$ cat src/hdl/lsu_mem_pkg.sv
`default_nettype none

package lsu_mem_pkg;

  // **********************************************************
  // Widths
  // **********************************************************

  localparam int ADDR_W = 32;
  localparam int DATA_W = 32;
  localparam int BYTE_W = 8;
  localparam int BE_W   = DATA_W / BYTE_W;
  localparam int TAG_W  = 7;

  // Byte offset bits below the word index.
  localparam int WORD_LSB = $clog2(BE_W);

  typedef logic [ADDR_W-1:0] addr_t;     // Byte address.
  typedef logic [DATA_W-1:0] data_t;
  typedef logic [BE_W-1:0]   byte_en_t;  // One bit per byte lane.
  typedef logic [TAG_W-1:0]  tag_t;

  // **********************************************************
  // Mailbox op codes
  // **********************************************************

  // Bridge state, seen by the host as the op code.
  typedef enum logic [3:0] {
    MB_IDLE         = 4'd0,
    MB_WR_ACK_WAIT  = 4'd1,
    MB_WR_DONE_WAIT = 4'd2,
    MB_WR_LSU_ACK   = 4'd3,
    MB_RD_ACK_WAIT  = 4'd4,
    MB_RD_DONE_WAIT = 4'd5,
    MB_RD_LSU_ACK   = 4'd6
  } mb_op_e;

endpackage

`default_nettype wire

$ cat src/hdl/lsu_mem_bridge.sv
`default_nettype none

module lsu_mem_bridge import lsu_mem_pkg::*; (
  input  wire logic     clk,
  input  wire logic     rst,

  // LSU request side.
  input  wire byte_en_t mem_wr_en,
  input  wire byte_en_t mem_rd_en,
  input  wire addr_t    mem_addr,
  input  wire data_t    mem_wr_data,
  input  wire tag_t     mem_tag_req,

  // LSU response side.
  output data_t         mem_rd_data,
  output tag_t          mem_tag_resp,
  output logic          mem_ack,

  // Mailbox from the host.
  input  wire data_t    mb_data_in,
  input  wire logic     mb_data_we,
  input  wire logic     mb_ack,
  input  wire logic     mb_done,

  // Mailbox to the host.
  output mb_op_e        mb_op,
  output data_t         mb_data_out,
  output addr_t         mb_addr,
  output byte_en_t      mb_byte_en
);

  mb_op_e state;
  mb_op_e state_next;

  logic mb_ack_q;
  logic mb_done_q;
  logic ack_rise;
  logic done_rise;
  logic req_wr;
  logic req_rd;
  logic req_take;

  assign req_wr    = |mem_wr_en;
  assign req_rd    = |mem_rd_en;
  assign req_take  = (state == MB_IDLE) && (req_wr || req_rd);  // Busy requests dropped.

  assign ack_rise  = mb_ack & ~mb_ack_q;
  assign done_rise = mb_done & ~mb_done_q;

  assign mb_op   = state;
  assign mem_ack = (state == MB_WR_LSU_ACK) || (state == MB_RD_LSU_ACK);

  // **********************************************************
  // State and edge detect registers
  // **********************************************************

  always_ff @(posedge clk) begin
    if (rst) begin
      state     <= MB_IDLE;
      mb_ack_q  <= 1'b0;
      mb_done_q <= 1'b0;
    end else begin
      state     <= state_next;
      mb_ack_q  <= mb_ack;
      mb_done_q <= mb_done;
    end
  end

  always_comb begin
    state_next = state;
    case (state)
      MB_IDLE: begin
        if (req_wr) begin
          state_next = MB_WR_ACK_WAIT;
        end else if (req_rd) begin
          state_next = MB_RD_ACK_WAIT;
        end
      end
      MB_WR_ACK_WAIT: begin
        if (ack_rise) state_next = MB_WR_DONE_WAIT;
      end
      MB_WR_DONE_WAIT: begin
        if (done_rise) state_next = MB_WR_LSU_ACK;
      end
      MB_WR_LSU_ACK:   state_next = MB_IDLE;
      MB_RD_ACK_WAIT: begin
        if (ack_rise) state_next = MB_RD_DONE_WAIT;
      end
      MB_RD_DONE_WAIT: begin
        if (done_rise) state_next = MB_RD_LSU_ACK;
      end
      MB_RD_LSU_ACK:   state_next = MB_IDLE;
      default:         state_next = MB_IDLE;
    endcase
  end

  // **********************************************************
  // Request and response payload
  // **********************************************************

  // Held stable for the whole access.
  always_ff @(posedge clk) begin
    if (req_take) begin
      mb_addr      <= mem_addr;
      mb_byte_en   <= req_wr ? mem_wr_en : mem_rd_en;
      mem_tag_resp <= mem_tag_req;  // Returned with mem_ack.
      if (req_wr) begin
        mb_data_out <= mem_wr_data;
      end
    end
  end

  // Read word arrives with the done strobe.
  always_ff @(posedge clk) begin
    if (state == MB_RD_DONE_WAIT && mb_data_we) begin
      mem_rd_data <= mb_data_in;
    end
  end

endmodule

`default_nettype wire

$ cat config.mk
export PLATFORM = sky130hd
export DESIGN_NAME = lsu_mem_bridge
export DESIGN_NICKNAME = d
export VERILOG_FILES = /design/src/hdl/lsu_mem_pkg.sv /design/src/hdl/lsu_mem_bridge.sv
export SDC_FILE = /design/constraint.sdc
export NUM_CORES = 1
export LEC_CHECK = 0
export BUFFER_PORTS_ARGS = -buffer_cell sky130_fd_sc_hd__buf_2
export CORE_ASPECT_RATIO = 0.6
export CORE_MARGIN = 2
export CORE_UTILIZATION = 31
export CTS_BUF_LIST = sky130_fd_sc_hd__clkbuf_4 sky130_fd_sc_hd__clkbuf_8
export CTS_CLUSTER_DIAMETER = 150
export DETAILED_ROUTE_END_ITERATION = 10
export PLACE_DENSITY = 0.62
export SETUP_SLACK_MARGIN = 0.1
export SLEW_MARGIN = 20
export SYNTH_ARGS = -nofsm -noshare
export SYNTH_HDL_FRONTEND = slang
export SYNTH_SLANG_ARGS = --single-unit
$ cat constraint.sdc
create_clock -name clk -period 21.7 [get_ports clk]
set_clock_uncertainty 0.2 [all_clocks]
set_input_delay 1.085 -clock clk [delete_from_list [all_inputs] [get_ports clk]]
set_output_delay 1.085 -clock clk [all_outputs]
set_load 0.01 [all_outputs]
# Word level (Yosys, flattened, before mapping)

Index checks and enable logic that the tools add are counted.

Equality and inequality tests: 11
Muxes and demuxes: 8
Bitwise gates (word level): 4
Reduce and logical (&&, ||, !) cells: 9

Operator list:

| cell                 | number |
|---|---|
| $mux W4              | 7 |
| $pmux W4 S5          | 1 |
| $eq A4 B3 Y1 const B | 3 |
| $eq A4 B2 Y1 const B | 2 |
| $ne A2 B2 Y1 const B | 4 |
| $reduce_or A4 Y1     | 2 |
| $reduce_and A5 Y1    | 1 |
| $eq A4 B1 Y1 const B | 1 |
| $logic_not A4 Y1     | 1 |
| $ne A3 B3 Y1 const B | 1 |
| $and A1 B1 Y1        | 2 |
| $logic_and A1 B1 Y1  | 2 |
| $logic_or A1 B1 Y1   | 2 |
| $not A1 Y1           | 2 |
| $reduce_and A2 Y1    | 1 |

Bits in registers: 113
Bits of input ports: 116
Output and inout bits: 112
Word-level logic and storage cells: 40

# Logic depth before layout (Yosys ltp)

Word-level depth: 4
Mapped depth: 4
Mapped depth without buffers: 3

# Least setup slack after synthesis

Ideal clock, no wire load.

Kind: input-to-reg
Start point: input port mem_rd_en[1]
End point: register mb_addr[0], enable pin
Library setup time: 675 ps
Arrival: 7927 ps
Required time: 20825 ps
Path slack: 12898 ps
Cell stages on the path: 2
Buffers on the path: 0
Path through: nor4_1 a2111oi_0

Longest elaborated chain between the ends: 3

RTL lines:

| item                 | RTL line              | text |
|---|---|---|
| start, declared      | lsu_mem_bridge.sv:9   | `input wire byte_en_t mem_rd_en,` |
| $reduce_or A4 Y1     | lsu_mem_bridge.sv:44  | `assign req_rd = \|mem_rd_en;` |
| $logic_or A1 B1 Y1   | lsu_mem_bridge.sv:45  | `assign req_take = (state == MB_IDLE) && (req_wr \|\| req_rd);` |
| $logic_and A1 B1 Y1  | lsu_mem_bridge.sv:45  |  |
| via req_take         | lsu_mem_bridge.sv:41  | `logic req_take;` |
| end signal, assigned | lsu_mem_bridge.sv:104 | `mb_addr <= mem_addr;` |
| end, declared        | lsu_mem_bridge.sv:28  | `output addr_t mb_addr,` |

The timed path passes the listed nets, and every way through them passes these cells.
A chain may end at the register's enable or synchronous reset.

# Final worst setup path

Start point: input port mem_wr_en[2]
End point: register mb_addr[7], enable pin

Longest elaborated chain between the ends: 3

RTL lines:

| item                | RTL line             | text |
|---|---|---|
| start, declared     | lsu_mem_bridge.sv:8  | `input wire byte_en_t mem_wr_en,` |
| $reduce_or A4 Y1    | lsu_mem_bridge.sv:43 | `assign req_wr = \|mem_wr_en;` |
| $logic_or A1 B1 Y1  | lsu_mem_bridge.sv:45 |  |
| $logic_and A1 B1 Y1 | lsu_mem_bridge.sv:45 |  |
| via req_take        | lsu_mem_bridge.sv:41 |  |

The timed path passes the listed nets, and every way through them passes these cells.

==> qor.yml <==
final_common_cell: "buf_2"
syn-cell-area_um2: 3568
cp.required_ps: 21560
portBuffers: 226
status: "finished, final reports clean"
maxSlewViolCount: 0
ff_latch_area_um2: 3313
slew-limit-headroom_pct: 29.62
core_um2: 11260
drtIter0Drc: 89
antenna_found_initial: 0
worstHoldPathType: "reg -> reg"
ant_nets: 0
cp-startpoint: "mem_wr_en[2]"
wl_met3_um: 961
r2r_cells: 2
start_util_pct: 31.69
multi_input_area_um2: 244.0
path_class: "in -> reg"
cap_violations: 0
grt_pass1_wl_um: 10990
postCtsHoldBufs: 0
die_x_um: 142.5
crit_path_end: "mb_addr[7]"
fin_crit_ps: 2760
cp_cell_sequence: "buf_2, nor4_1, a2111oi_2, buf_4"
utilization_pct: 44.91
n_antenna_cell: 0
avgViaCountPerCell: 4.205
placementRows: 30
timing.final.ws_setup_ps: 18940
die-area_um2: 12410
crit_path_top_delay_cell: "nor4_1"
path_depth: 4
via_count: 2233
grt_max_degree: 44
p_leak_nw: 2.146
yosys_register_bits: 112
reg2reg_slack_ps: 19810
grt_pass1_vias: 2105
avgSynthCellArea_um2: 24.27
nNetsFinal: 499
highest_layer: "met4"
post_cts_resized: 0
r2r_start: "mb_op[2]"
cts_sinks: 112
worst_pin_slew_ps: 1046
cts_made_buffers: 9
rsz0062_at_grt: "no"
layout_common_cells: "buf_2 (226), edfxtp_1 (107), clkbuf_8 (9)"
cts_tree: "yes"
post-route-period-util_pct: 12.72
synthesis.nets: 263
synthCells: 147
worstPathArrival_ps: 2620
h-tree-depth: 3
max_freq_mhz: 362.4
reg2reg_to: "mb_addr[7]"
dp_slack_ps: 18610
crit_fanout: 43
path_clk_slew_ps: 90
drive_gt1_share_pct: 64.34
cts_setup_buffers: 0
synth_cell_types: 27
routedWlPerCell_um: 14.89
cp-end-kind: "flop"
cp_top_family: "simple AND/OR/NAND/NOR gates"
root_buffer: "clkbuf_8"
fill_cells: 1012
vdd_ir_drop_max_v: 0.00003328
crit_buf_inv: 2
gr-total-overflow: 0
routed_wl_um: 7907
start_kind: "primary input"
hold_viol: 0
track_usage_pct: 12.09
seq_area_frac_synth_pct: 92.85
slowest_delay_ps: 880
dr_wl_met2_um: 3578
firstDrtPassIters: 4
wl_met1_um: 3294
tns_ps: 0
syn_to_final_growth_pct: 41.73
gp_congestion: 0.7256
total_power_w: 0.0004187
power_density_nw_per_um2: 82.79
finalSetupViolations: 0
io_pins: 228
ys_warn_count: 0
cts_buffer_depth: 2
drc: 0
clkLatencyLatePin_ps: 350
die_height_um: 87.11
==> through the flow <==
step                      instances  area, um2  hold slack (ps)
after floorplan                 147       3568            385.4
after global placement          516       4891            402.5
after detailed placement        516       4891            429.2
after CTS                       531       5057            441.2
after global routing            531       5057            464.2
final                           531       5057            447.2
==> cells in the mapped netlist <==
master | instances | share of area (%)
and2_1 | 1 | 0.18
xor2_1 | 1 | 0.25
and3b_1 | 1 | 0.25
nor3b_1 | 1 | 0.21
and4bb_2 | 1 | 0.35
buf_4 | 2 | 0.42
nor3_1 | 2 | 0.28
a21o_1 | 3 | 0.63
o21a_1 | 1 | 0.21
conb_1 | 1 | 0.11
edfxtp_1 | 107 | 90
dfxtp_1 | 5 | 2.8
nor2b_1 | 3 | 0.53
nor2_1 | 3 | 0.32
nand2_1 | 1 | 0.11
or4_4 | 1 | 0.32
nor4bb_1 | 1 | 0.28
o31a_1 | 1 | 0.25
a2111oi_4 | 1 | 0.77
buf_2 | 1 | 0.14
a21o_2 | 1 | 0.25
o21ai_0 | 1 | 0.14
a21oi_1 | 1 | 0.14
nor4_1 | 3 | 0.53
a2111oi_0 | 1 | 0.25
clkbuf_1 | 1 | 0.11
and3_1 | 1 | 0.18
==> flip-flops by register name, indices dropped and copies added (netlist names) <==
| register | count |
|---|---|
| mb_byte_en | 4 |
| mb_op | 3 |
| mem_tag_resp | 7 |
| mem_rd_data | 32 |
| mb_addr | 32 |
| mb_ack_q | 1 |
| mb_done_q | 1 |
| mb_data_out | 32 |
==> final cells by class <==
type                            instances  share of cell area [%]
Clock buffer                           10                   2.598
Clock inverter                          5                  0.6927
Multi-Input combinational cell         31                   4.824
Sequential cell                       112                   65.51
Tap cell                              144                   3.563
Timing Repair Buffer                  229                   22.81
==> how the worst min path moves through the flow <==
stage	from	end	slack, ps	depth (start not counted)
2_1_floorplan	mb_ack_q	mb_op[1]	390	3
3_3_place_gp	mb_op[1]	mb_op[1]	400	2
3_5_place_dp	mb_op[1]	mb_op[1]	430	2
4_1_cts	mb_op[1]	mb_op[1]	440	2
5_1_grt	mb_op[1]	mb_op[1]	460	2
6_report	mb_op[1]	mb_op[1]	450	2
==> kinds of logic (layout without fill, tap and decap cells) <==
kind of cell,count (synthesis),count (layout),share of synthesized area [%]
AO/OA/AOI/OAI,10,10,2.630
XOR/XNOR,1,1,0.2455
buffers and inverters,4,244,0.6658
flip-flops,112,112,92.85
other,1,1,0.1051
AND/OR/NAND/NOR,19,19,3.507
==> metal layers <==
layer | GRT usage, % | vias to the layer above
met5 | 0 | -
met1 | 14.68 | 1045
met4 | 4.050 | 0
met3 | 7.422 | 8
met2 | 17.83 | 129
li1 | - | 1051
==> where the power goes <==
| part | internal [W] | total (W) | switching [W] | leakage, nW |
|---|---|---|---|---|
| Combinational | 0.0000204 | 0.0000480 | 0.0000276 | 1.00 |
| Sequential | 0.000258 | 0.000263 | 0.00000486 | 1.07 |
| Clock | 0.0000423 | 0.000108 | 0.0000653 | 0.0754 |
==> tightest hold or removal path, stage by stage, from the launching register on <==
cell and delay (ps):
dfxtp_1 430, nand2_1 110, a21oi_1 60
No activity file was read; power rests on OpenSTA's default activity.
