**src/hdl/lsu_mem_pkg.sv**
```systemverilog
`default_nettype none

package lsu_mem_pkg;

  // **********************************************************
  // Widths
  // **********************************************************

  localparam int ADDR_W = 32;
  localparam int DATA_W = 32;
  localparam int BYTE_W = 8;
  localparam int BE_W   = DATA_W / BYTE_W;
  localparam int TAG_W  = 7;

  // Byte offset bits below the word index.
  localparam int WORD_LSB = $clog2(BE_W);

  typedef logic [ADDR_W-1:0] addr_t;     // Byte address.
  typedef logic [DATA_W-1:0] data_t;
  typedef logic [BE_W-1:0]   byte_en_t;  // One bit per byte lane.
  typedef logic [TAG_W-1:0]  tag_t;

  // **********************************************************
  // Mailbox op codes
  // **********************************************************

  // Bridge state, seen by the host as the op code.
  typedef enum logic [3:0] {
    MB_IDLE         = 4'd0,
    MB_WR_ACK_WAIT  = 4'd1,
    MB_WR_DONE_WAIT = 4'd2,
    MB_WR_LSU_ACK   = 4'd3,
    MB_RD_ACK_WAIT  = 4'd4,
    MB_RD_DONE_WAIT = 4'd5,
    MB_RD_LSU_ACK   = 4'd6
  } mb_op_e;

endpackage

`default_nettype wire

```
**src/hdl/host_mailbox_agent.sv**
```systemverilog
`default_nettype none

// Host side of the mailbox. ACK_DELAY >= 1, DONE_DELAY >= 2.
module host_mailbox_agent import lsu_mem_pkg::*; #(
  parameter int RAM_WORDS  = 256,
  parameter int ACK_DELAY  = 3,
  parameter int DONE_DELAY = 4
) (
  input  wire logic     clk,
  input  wire logic     rst,

  input  wire mb_op_e   mb_op,
  input  wire addr_t    mb_addr,
  input  wire data_t    mb_data_out,
  input  wire byte_en_t mb_byte_en,

  output logic          mb_ack,
  output logic          mb_done,
  output data_t         mb_data_in,
  output logic          mb_data_we,

  output logic          ram_en,
  output byte_en_t      ram_we,
  output logic [$clog2(RAM_WORDS)-1:0] ram_addr,
  output data_t         ram_wdata,
  input  wire data_t    ram_rdata
);

  localparam int AW      = $clog2(RAM_WORDS);
  localparam int MAX_DLY = (ACK_DELAY > DONE_DELAY) ? ACK_DELAY : DONE_DELAY;
  localparam int CNT_W   = $clog2(MAX_DLY + 1);

  localparam logic [CNT_W-1:0] ACK_CNT  = CNT_W'(ACK_DELAY - 2);
  localparam logic [CNT_W-1:0] DONE_CNT = CNT_W'(DONE_DELAY - 2);

  typedef enum logic [2:0] {
    AG_IDLE,
    AG_ACK_DLY,
    AG_RAM,
    AG_DONE_DLY,
    AG_DONE_HI
  } agent_state_e;

  agent_state_e     state;
  logic [CNT_W-1:0] cnt;
  logic             is_write;
  logic             ack_hold;
  logic             done_hold;
  logic             op_ack_wait;
  logic             done_fire;

  assign op_ack_wait = (mb_op == MB_WR_ACK_WAIT) || (mb_op == MB_RD_ACK_WAIT);
  assign done_fire   = (state == AG_DONE_DLY) && (cnt == '0);

  // One RAM cycle per access.
  assign ram_en    = (state == AG_RAM);
  assign ram_we    = (ram_en && is_write) ? mb_byte_en : '0;
  assign ram_addr  = mb_addr[WORD_LSB +: AW];  // Word index.
  assign ram_wdata = mb_data_out;

  always_ff @(posedge clk) begin
    if (rst) begin
      state      <= AG_IDLE;
      cnt        <= '0;
      is_write   <= 1'b0;
      mb_ack     <= 1'b0;
      ack_hold   <= 1'b0;
      mb_done    <= 1'b0;
      done_hold  <= 1'b0;
      mb_data_we <= 1'b0;
    end else begin
      // Ack and done stay up two cycles.
      if (mb_ack) begin
        if (ack_hold) ack_hold <= 1'b0;
        else          mb_ack   <= 1'b0;
      end
      if (mb_done) begin
        if (done_hold) begin
          done_hold <= 1'b0;
        end else begin
          mb_done    <= 1'b0;
          mb_data_we <= 1'b0;
        end
      end

      case (state)
        AG_IDLE: begin
          if (op_ack_wait) begin
            is_write <= (mb_op == MB_WR_ACK_WAIT);
            if (ACK_DELAY <= 1) begin
              mb_ack   <= 1'b1;
              ack_hold <= 1'b1;
              state    <= AG_RAM;
            end else begin
              cnt   <= ACK_CNT;
              state <= AG_ACK_DLY;
            end
          end
        end
        AG_ACK_DLY: begin
          if (cnt == '0) begin
            mb_ack   <= 1'b1;
            ack_hold <= 1'b1;
            state    <= AG_RAM;
          end else begin
            cnt <= cnt - 1'b1;
          end
        end
        AG_RAM: begin
          cnt   <= DONE_CNT;  // Counted from the ack.
          state <= AG_DONE_DLY;
        end
        AG_DONE_DLY: begin
          if (done_fire) begin
            mb_done    <= 1'b1;
            done_hold  <= 1'b1;
            mb_data_we <= ~is_write;
            state      <= AG_DONE_HI;
          end else begin
            cnt <= cnt - 1'b1;
          end
        end
        AG_DONE_HI: begin
          if (mb_op == MB_IDLE) state <= AG_IDLE;  // Bridge closed the access.
        end
        default: state <= AG_IDLE;
      endcase
    end
  end

  // RAM output is stable here since ram_en was a cycle or more ago.
  always_ff @(posedge clk) begin
    if (done_fire) begin
      mb_data_in <= ram_rdata;
    end
  end

endmodule

`default_nettype wire

```
**config.mk**
```make
export PLATFORM = sky130hd
export DESIGN_NAME = host_mailbox_agent
export DESIGN_NICKNAME = d
export VERILOG_FILES = /design/src/hdl/lsu_mem_pkg.sv /design/src/hdl/host_mailbox_agent.sv
export SDC_FILE = /design/constraint.sdc
export NUM_CORES = 1
export LEC_CHECK = 0
export BUFFER_PORTS_ARGS = -buffer_cell sky130_fd_sc_hd__buf_2
export CAP_MARGIN = 30
export CORE_MARGIN = 5
export CORE_UTILIZATION = 39
export DETAILED_ROUTE_END_ITERATION = 7
export MAX_ROUTING_LAYER = met4
export PLACE_DENSITY_LB_ADDON = 0.12
export SLEW_MARGIN = 20
export SYNTH_ARGS = -nofsm -noshare
export SYNTH_HDL_FRONTEND = slang
export SYNTH_SLANG_ARGS = --single-unit
```
**constraint.sdc**
```tcl
create_clock -name clk -period 3.9 [get_ports clk]
set_clock_uncertainty 0.15 [all_clocks]
set_input_delay 0.975 -clock clk [delete_from_list [all_inputs] [get_ports clk]]
set_output_delay 0.975 -clock clk [all_outputs]
set_load 0.05 [all_outputs]
```
# Word-level counts from Yosys, hierarchy flattened

Cells that the tools add are included.

Add/sub/neg operators: 1
Mux-type cells: 27
Bitwise gates (word level): 1
Equality and inequality tests: 12
Reductions and logical operators: 10

Operators with widths:

| operator            | count |
|---|---|
| $mux 1              | 18 |
| $mux 3              | 6 |
| $pmux 3 s5          | 1 |
| $ne 2x2->1 const B  | 6 |
| $pmux 3 s4          | 1 |
| $reduce_and 4->1    | 2 |
| $eq 3x2->1 const B  | 2 |
| $logic_not 3->1     | 2 |
| $eq 4x1->1 const B  | 1 |
| $eq 4x3->1 const B  | 1 |
| $logic_not 4->1     | 1 |
| $mux 4              | 1 |
| $reduce_bool 4->1   | 1 |
| $eq 3x1->1 const B  | 1 |
| $eq 3x3->1 const B  | 1 |
| $sub 3x1->3 const B | 1 |
| $logic_and 1x1->1   | 2 |
| $reduce_and 2->1    | 1 |
| $logic_or 1x1->1    | 1 |
| $not 1->1           | 1 |

Flip-flop bits (word level): 44
Word-level logic and storage cells: 60
Input port bits: 106
Output and inout port bits: 80

# Depth between registers and ports, before layout

Depth after elaboration: 4
Mapped depth: 5
Gate-level depth less buffers: 5

# Worst setup path after synthesis

OpenSTA, ideal clock, no wires.

Kind: input to output
From: in mb_byte_en[0]
To: out ram_we[0]
Required time: 2.775 ns
Setup slack: 1.393 ns
Buffers on the path: 0
Arrival: 1.382 ns
Stages on the path: 1
Path through: and2_1

Word-level cells in the longest chain between the ends: 1

Ends and longest elaborated chain:

| item        | RTL line                 | RTL |
|---|---|---|
| from (decl) | host_mailbox_agent.sv:15 | `input wire byte_en_t mb_byte_en,` |
| $mux 4      | host_mailbox_agent.sv:57 | `assign ram_we = (ram_en && is_write) ? mb_byte_en : '0;` |
| to (decl)   | host_mailbox_agent.sv:23 | `output byte_en_t ram_we,` |

No other way between the ends.

# Worst setup path in the final report

From: reg state[1]
To: out ram_we[2]

Word-level cells in the longest chain between the ends: 3

Ends and longest elaborated chain:

| item                   | RTL line                 | RTL |
|---|---|---|
| from (decl)            | host_mailbox_agent.sv:44 | `agent_state_e state;` |
| from (signal assigned) | host_mailbox_agent.sv:63 | `state <= AG_IDLE;` |
| from (signal assigned) | host_mailbox_agent.sv:93 | `state <= AG_RAM;` |
| from (signal assigned) | host_mailbox_agent.sv:96 | `state <= AG_ACK_DLY;` |
| $eq 3x2->1             | host_mailbox_agent.sv:56 | `assign ram_en = (state == AG_RAM);` |
| $logic_and 1x1->1      | host_mailbox_agent.sv:57 |  |
| $mux 4                 | host_mailbox_agent.sv:57 |  |

No other way between the ends.

==> flow_summary.toml <==
[grt]
grt_pass1_vias = 1257
grt_pass1_wl_um = 6190
antenna_found_initial = 0
grt_start_max_net_pins = 33
grt_remaining_overflow = 0
grt_util_all_layers = 0.128

[placed_design]
place.gp.congestion = 0.815
dp_hpwl_um = 3320
port_buffers = 81
placedCellCount = 260

[sta]
slew_headroom = 0.676
finalSetupViolations = 0
whs_ns = 0.308
rsz0062_at_grt = "no"
fin_tns_setup_ns = 0
hold_viol_final = 0
worstMarginPinSlew_ns = 0.486
finalCritPeriodShare = 0.730
min_period_ns = 2.85
slew_violations = 0
fmaxAchievable_mhz = 351

[worst_setup_path]
cp_max_fo = 10
crit_required_ns = 2.77
startpoint = "state[1]"
path_class = "reg2out"
reg2reg_from = "state[0]"
cp.arrival_ns = 1.72
worst_setup_path_start_kind = "flip-flop"
worst_setup_path_end_kind = "output pin"

[floorplan]
core-area_um2 = 4790
die_y_um = 80.6
start_util = 0.407
dieArea_um2 = 6500
ioPinCount = 186
core.rowCount = 25
die_x_um = 80.6

[logic_synthesis]
avgSynthCellArea_um2 = 12.6
synthDistinctLibCells = 36
yosysSeqAreaShare = 0.617
synth_area_um2 = 1950
ys_top_cells_by_area = "edfxtp_1 49%, buf_4 15%, dfxtp_1 12%"
syn_inst = 155
yosys_warnings = 0
synth_top_flop_cell = "edfxtp_1"
synth_common_cells = "40 x buf_4, 32 x edfxtp_1, 12 x dfxtp_1, 8 x inv_1, 7 x a21oi_1"
ys_seq_elements = 44
syn_nets = 263
synth-edff-count = 32
synth.largest_area_cell = "edfxtp_1"
synth.most_common_cell = "buf_4"
synthArstFlopShare = 0
synth_top_area_frac = 0.494

[pwr]
powerDensity_nw_per_um2 = 514
vdd_drop_max_mv = 0.153
leakage_nw = 0.925
finalPower_w = 0.00113

[detailed_routing]
first_pass_iters = 4
drtIter0Drc = 29
post_drt_wl_per_cell_um = 15.7
vias = 1276
routed_wirelength_um = 4220
viasPerCell = 4.76
drc = 0
ant_nets = 0

[clocking]
clk_latency_ns = 0.29
cts_sinks = 44
clk_pin_slew_worst_paths_ns = 0.08
root_buffer = "clkbuf_8"
cts_buffer_depth = 2
cts_resized = 0
htreeDepth = 2
cts_inserted_buffers = 5
cts_hold_buf = 0
cts_tree = "done"
postCtsSetupBuffers = 0

[layout]
antenna_cells = 0
stdcell_count = 268
area_delta_synth_final_pct = 12.7
nFillCells = 456
drive_above_1_share = 0.448
nets = 308

[min_path]
hp-start = "ack_hold"
hold_path.class = "reg2reg"

[run_status]
status = "finished, final reports clean"

[flow_run]
cap_violations = 0
per-layer routing:
layer  routed length [um]  GRT usage  vias to the layer above
met3                  668     0.0706                       26
met5                    0          -                        -
li1                     -          -                      592
met4                  180     0.0693                        0
met2                 1780      0.192                       90
met1                 1580      0.135                      568
cell type report:
cell class	count	area [um2]	share of cell area
tap	67	83.8	0.0382
clock buffer	7	76.3	0.0348
timing repair buffer	82	413	0.188
inverter	8	30.0	0.0137
clock inverter	1	5.00	0.00228
sequential	44	1200	0.548
multi-input combinational	59	383	0.175
where the power goes:
group / switching [W] / total, W / leakage, nW / internal [W]
Combinational: 0.000174 / 0.000270 / 0.497 / 0.0000961
Clock: 0.000140 / 0.000266 / 0.0422 / 0.000126
Sequential: 0.0000436 / 0.000590 / 0.385 / 0.000546
logic make-up (layout without fill, tap and decap cells):
| family | count (synthesis) | after routing | share of synthesized area |
|---|---|---|---|
| compound gates | 22 | 22 | 0.0720 |
| xor+xnor | 2 | 2 | 0.00900 |
| fa+ha+maj | 2 | 2 | 0.0129 |
| buf+inv | 52 | 98 | 0.186 |
| flops | 44 | 44 | 0.617 |
| mux | 1 | 1 | 0.00514 |
| simple gates | 32 | 32 | 0.0977 |
per-stage QoR:
step	worst slack (ns)	area, um2	utilization
4_1_cts	1.05	2190	0.458
3_5_place_dp	1.37	2110	0.441
6_report	1.05	2190	0.458
5_1_grt	0.974	2190	0.458
3_3_place_gp	1.37	2110	0.441
2_1_floorplan	1.39	1950	-
flip-flops by register name (all words and copies together), names as in the netlist:
name / flops
done_hold: 1
ack_hold: 1
cnt: 3
is_write: 1
mb_data_we: 1
mb_ack: 1
state: 3
mb_data_in: 32
mb_done: 1
worst paths after layout:
| path | end | cells after the start | slack (ns) |
|---|---|---|---|
| max | ram_we[2] | 4 | 1.05 |
| min | mb_ack | 2 | 0.31 |
| max reg2reg | mb_data_in[15] | 4 | 1.84 |
| min reg2reg | mb_ack | 2 | 0.31 |
cells in the final DEF, fill, tap and decap left out:
cell / netlist / routed
buf_2: 1 / 81
edfxtp_1: 32 / 32
dfxtp_1: 12 / 12
inv_1: 8 / 8
a21oi_1: 7 / 7
nor2_1: 5 / 5
nand2_1: 5 / 5
clkbuf_8: 0 / 5
nand2b_1: 4 / 4
and2_1: 4 / 4
a31oi_1: 3 / 3
and3_1: 2 / 2
nand3_1: 2 / 2
or3_1: 2 / 2
o221ai_1: 2 / 2
a211oi_1: 2 / 2
o21ai_0: 2 / 2
or4_1: 2 / 2
ha_1: 2 / 2
clkbuf_1: 1 / 2
nor2b_1: 1 / 1
and3b_1: 1 / 1
nand3b_2: 1 / 1
o31ai_1: 1 / 1
xor2_1: 1 / 1
nor4_2: 1 / 1
a21o_1: 1 / 1
o22ai_1: 1 / 1
mux2i_1: 1 / 1
a2111oi_0: 1 / 1
xnor2_1: 1 / 1
nor3_1: 1 / 1
a211o_1: 1 / 1
o21ai_1: 1 / 1
nand4b_1: 1 / 1
clkinv_2: 0 / 1
buf_4: 40 / 1
critical path, cell delays in order, from the launching register on:
cell	delay, ns
dfxtp_1	0.53
nor2b_1	0.27
and3_1	0.24
and2_1	0.14
buf_2	0.25
Power figures use the tool's default switching activity.
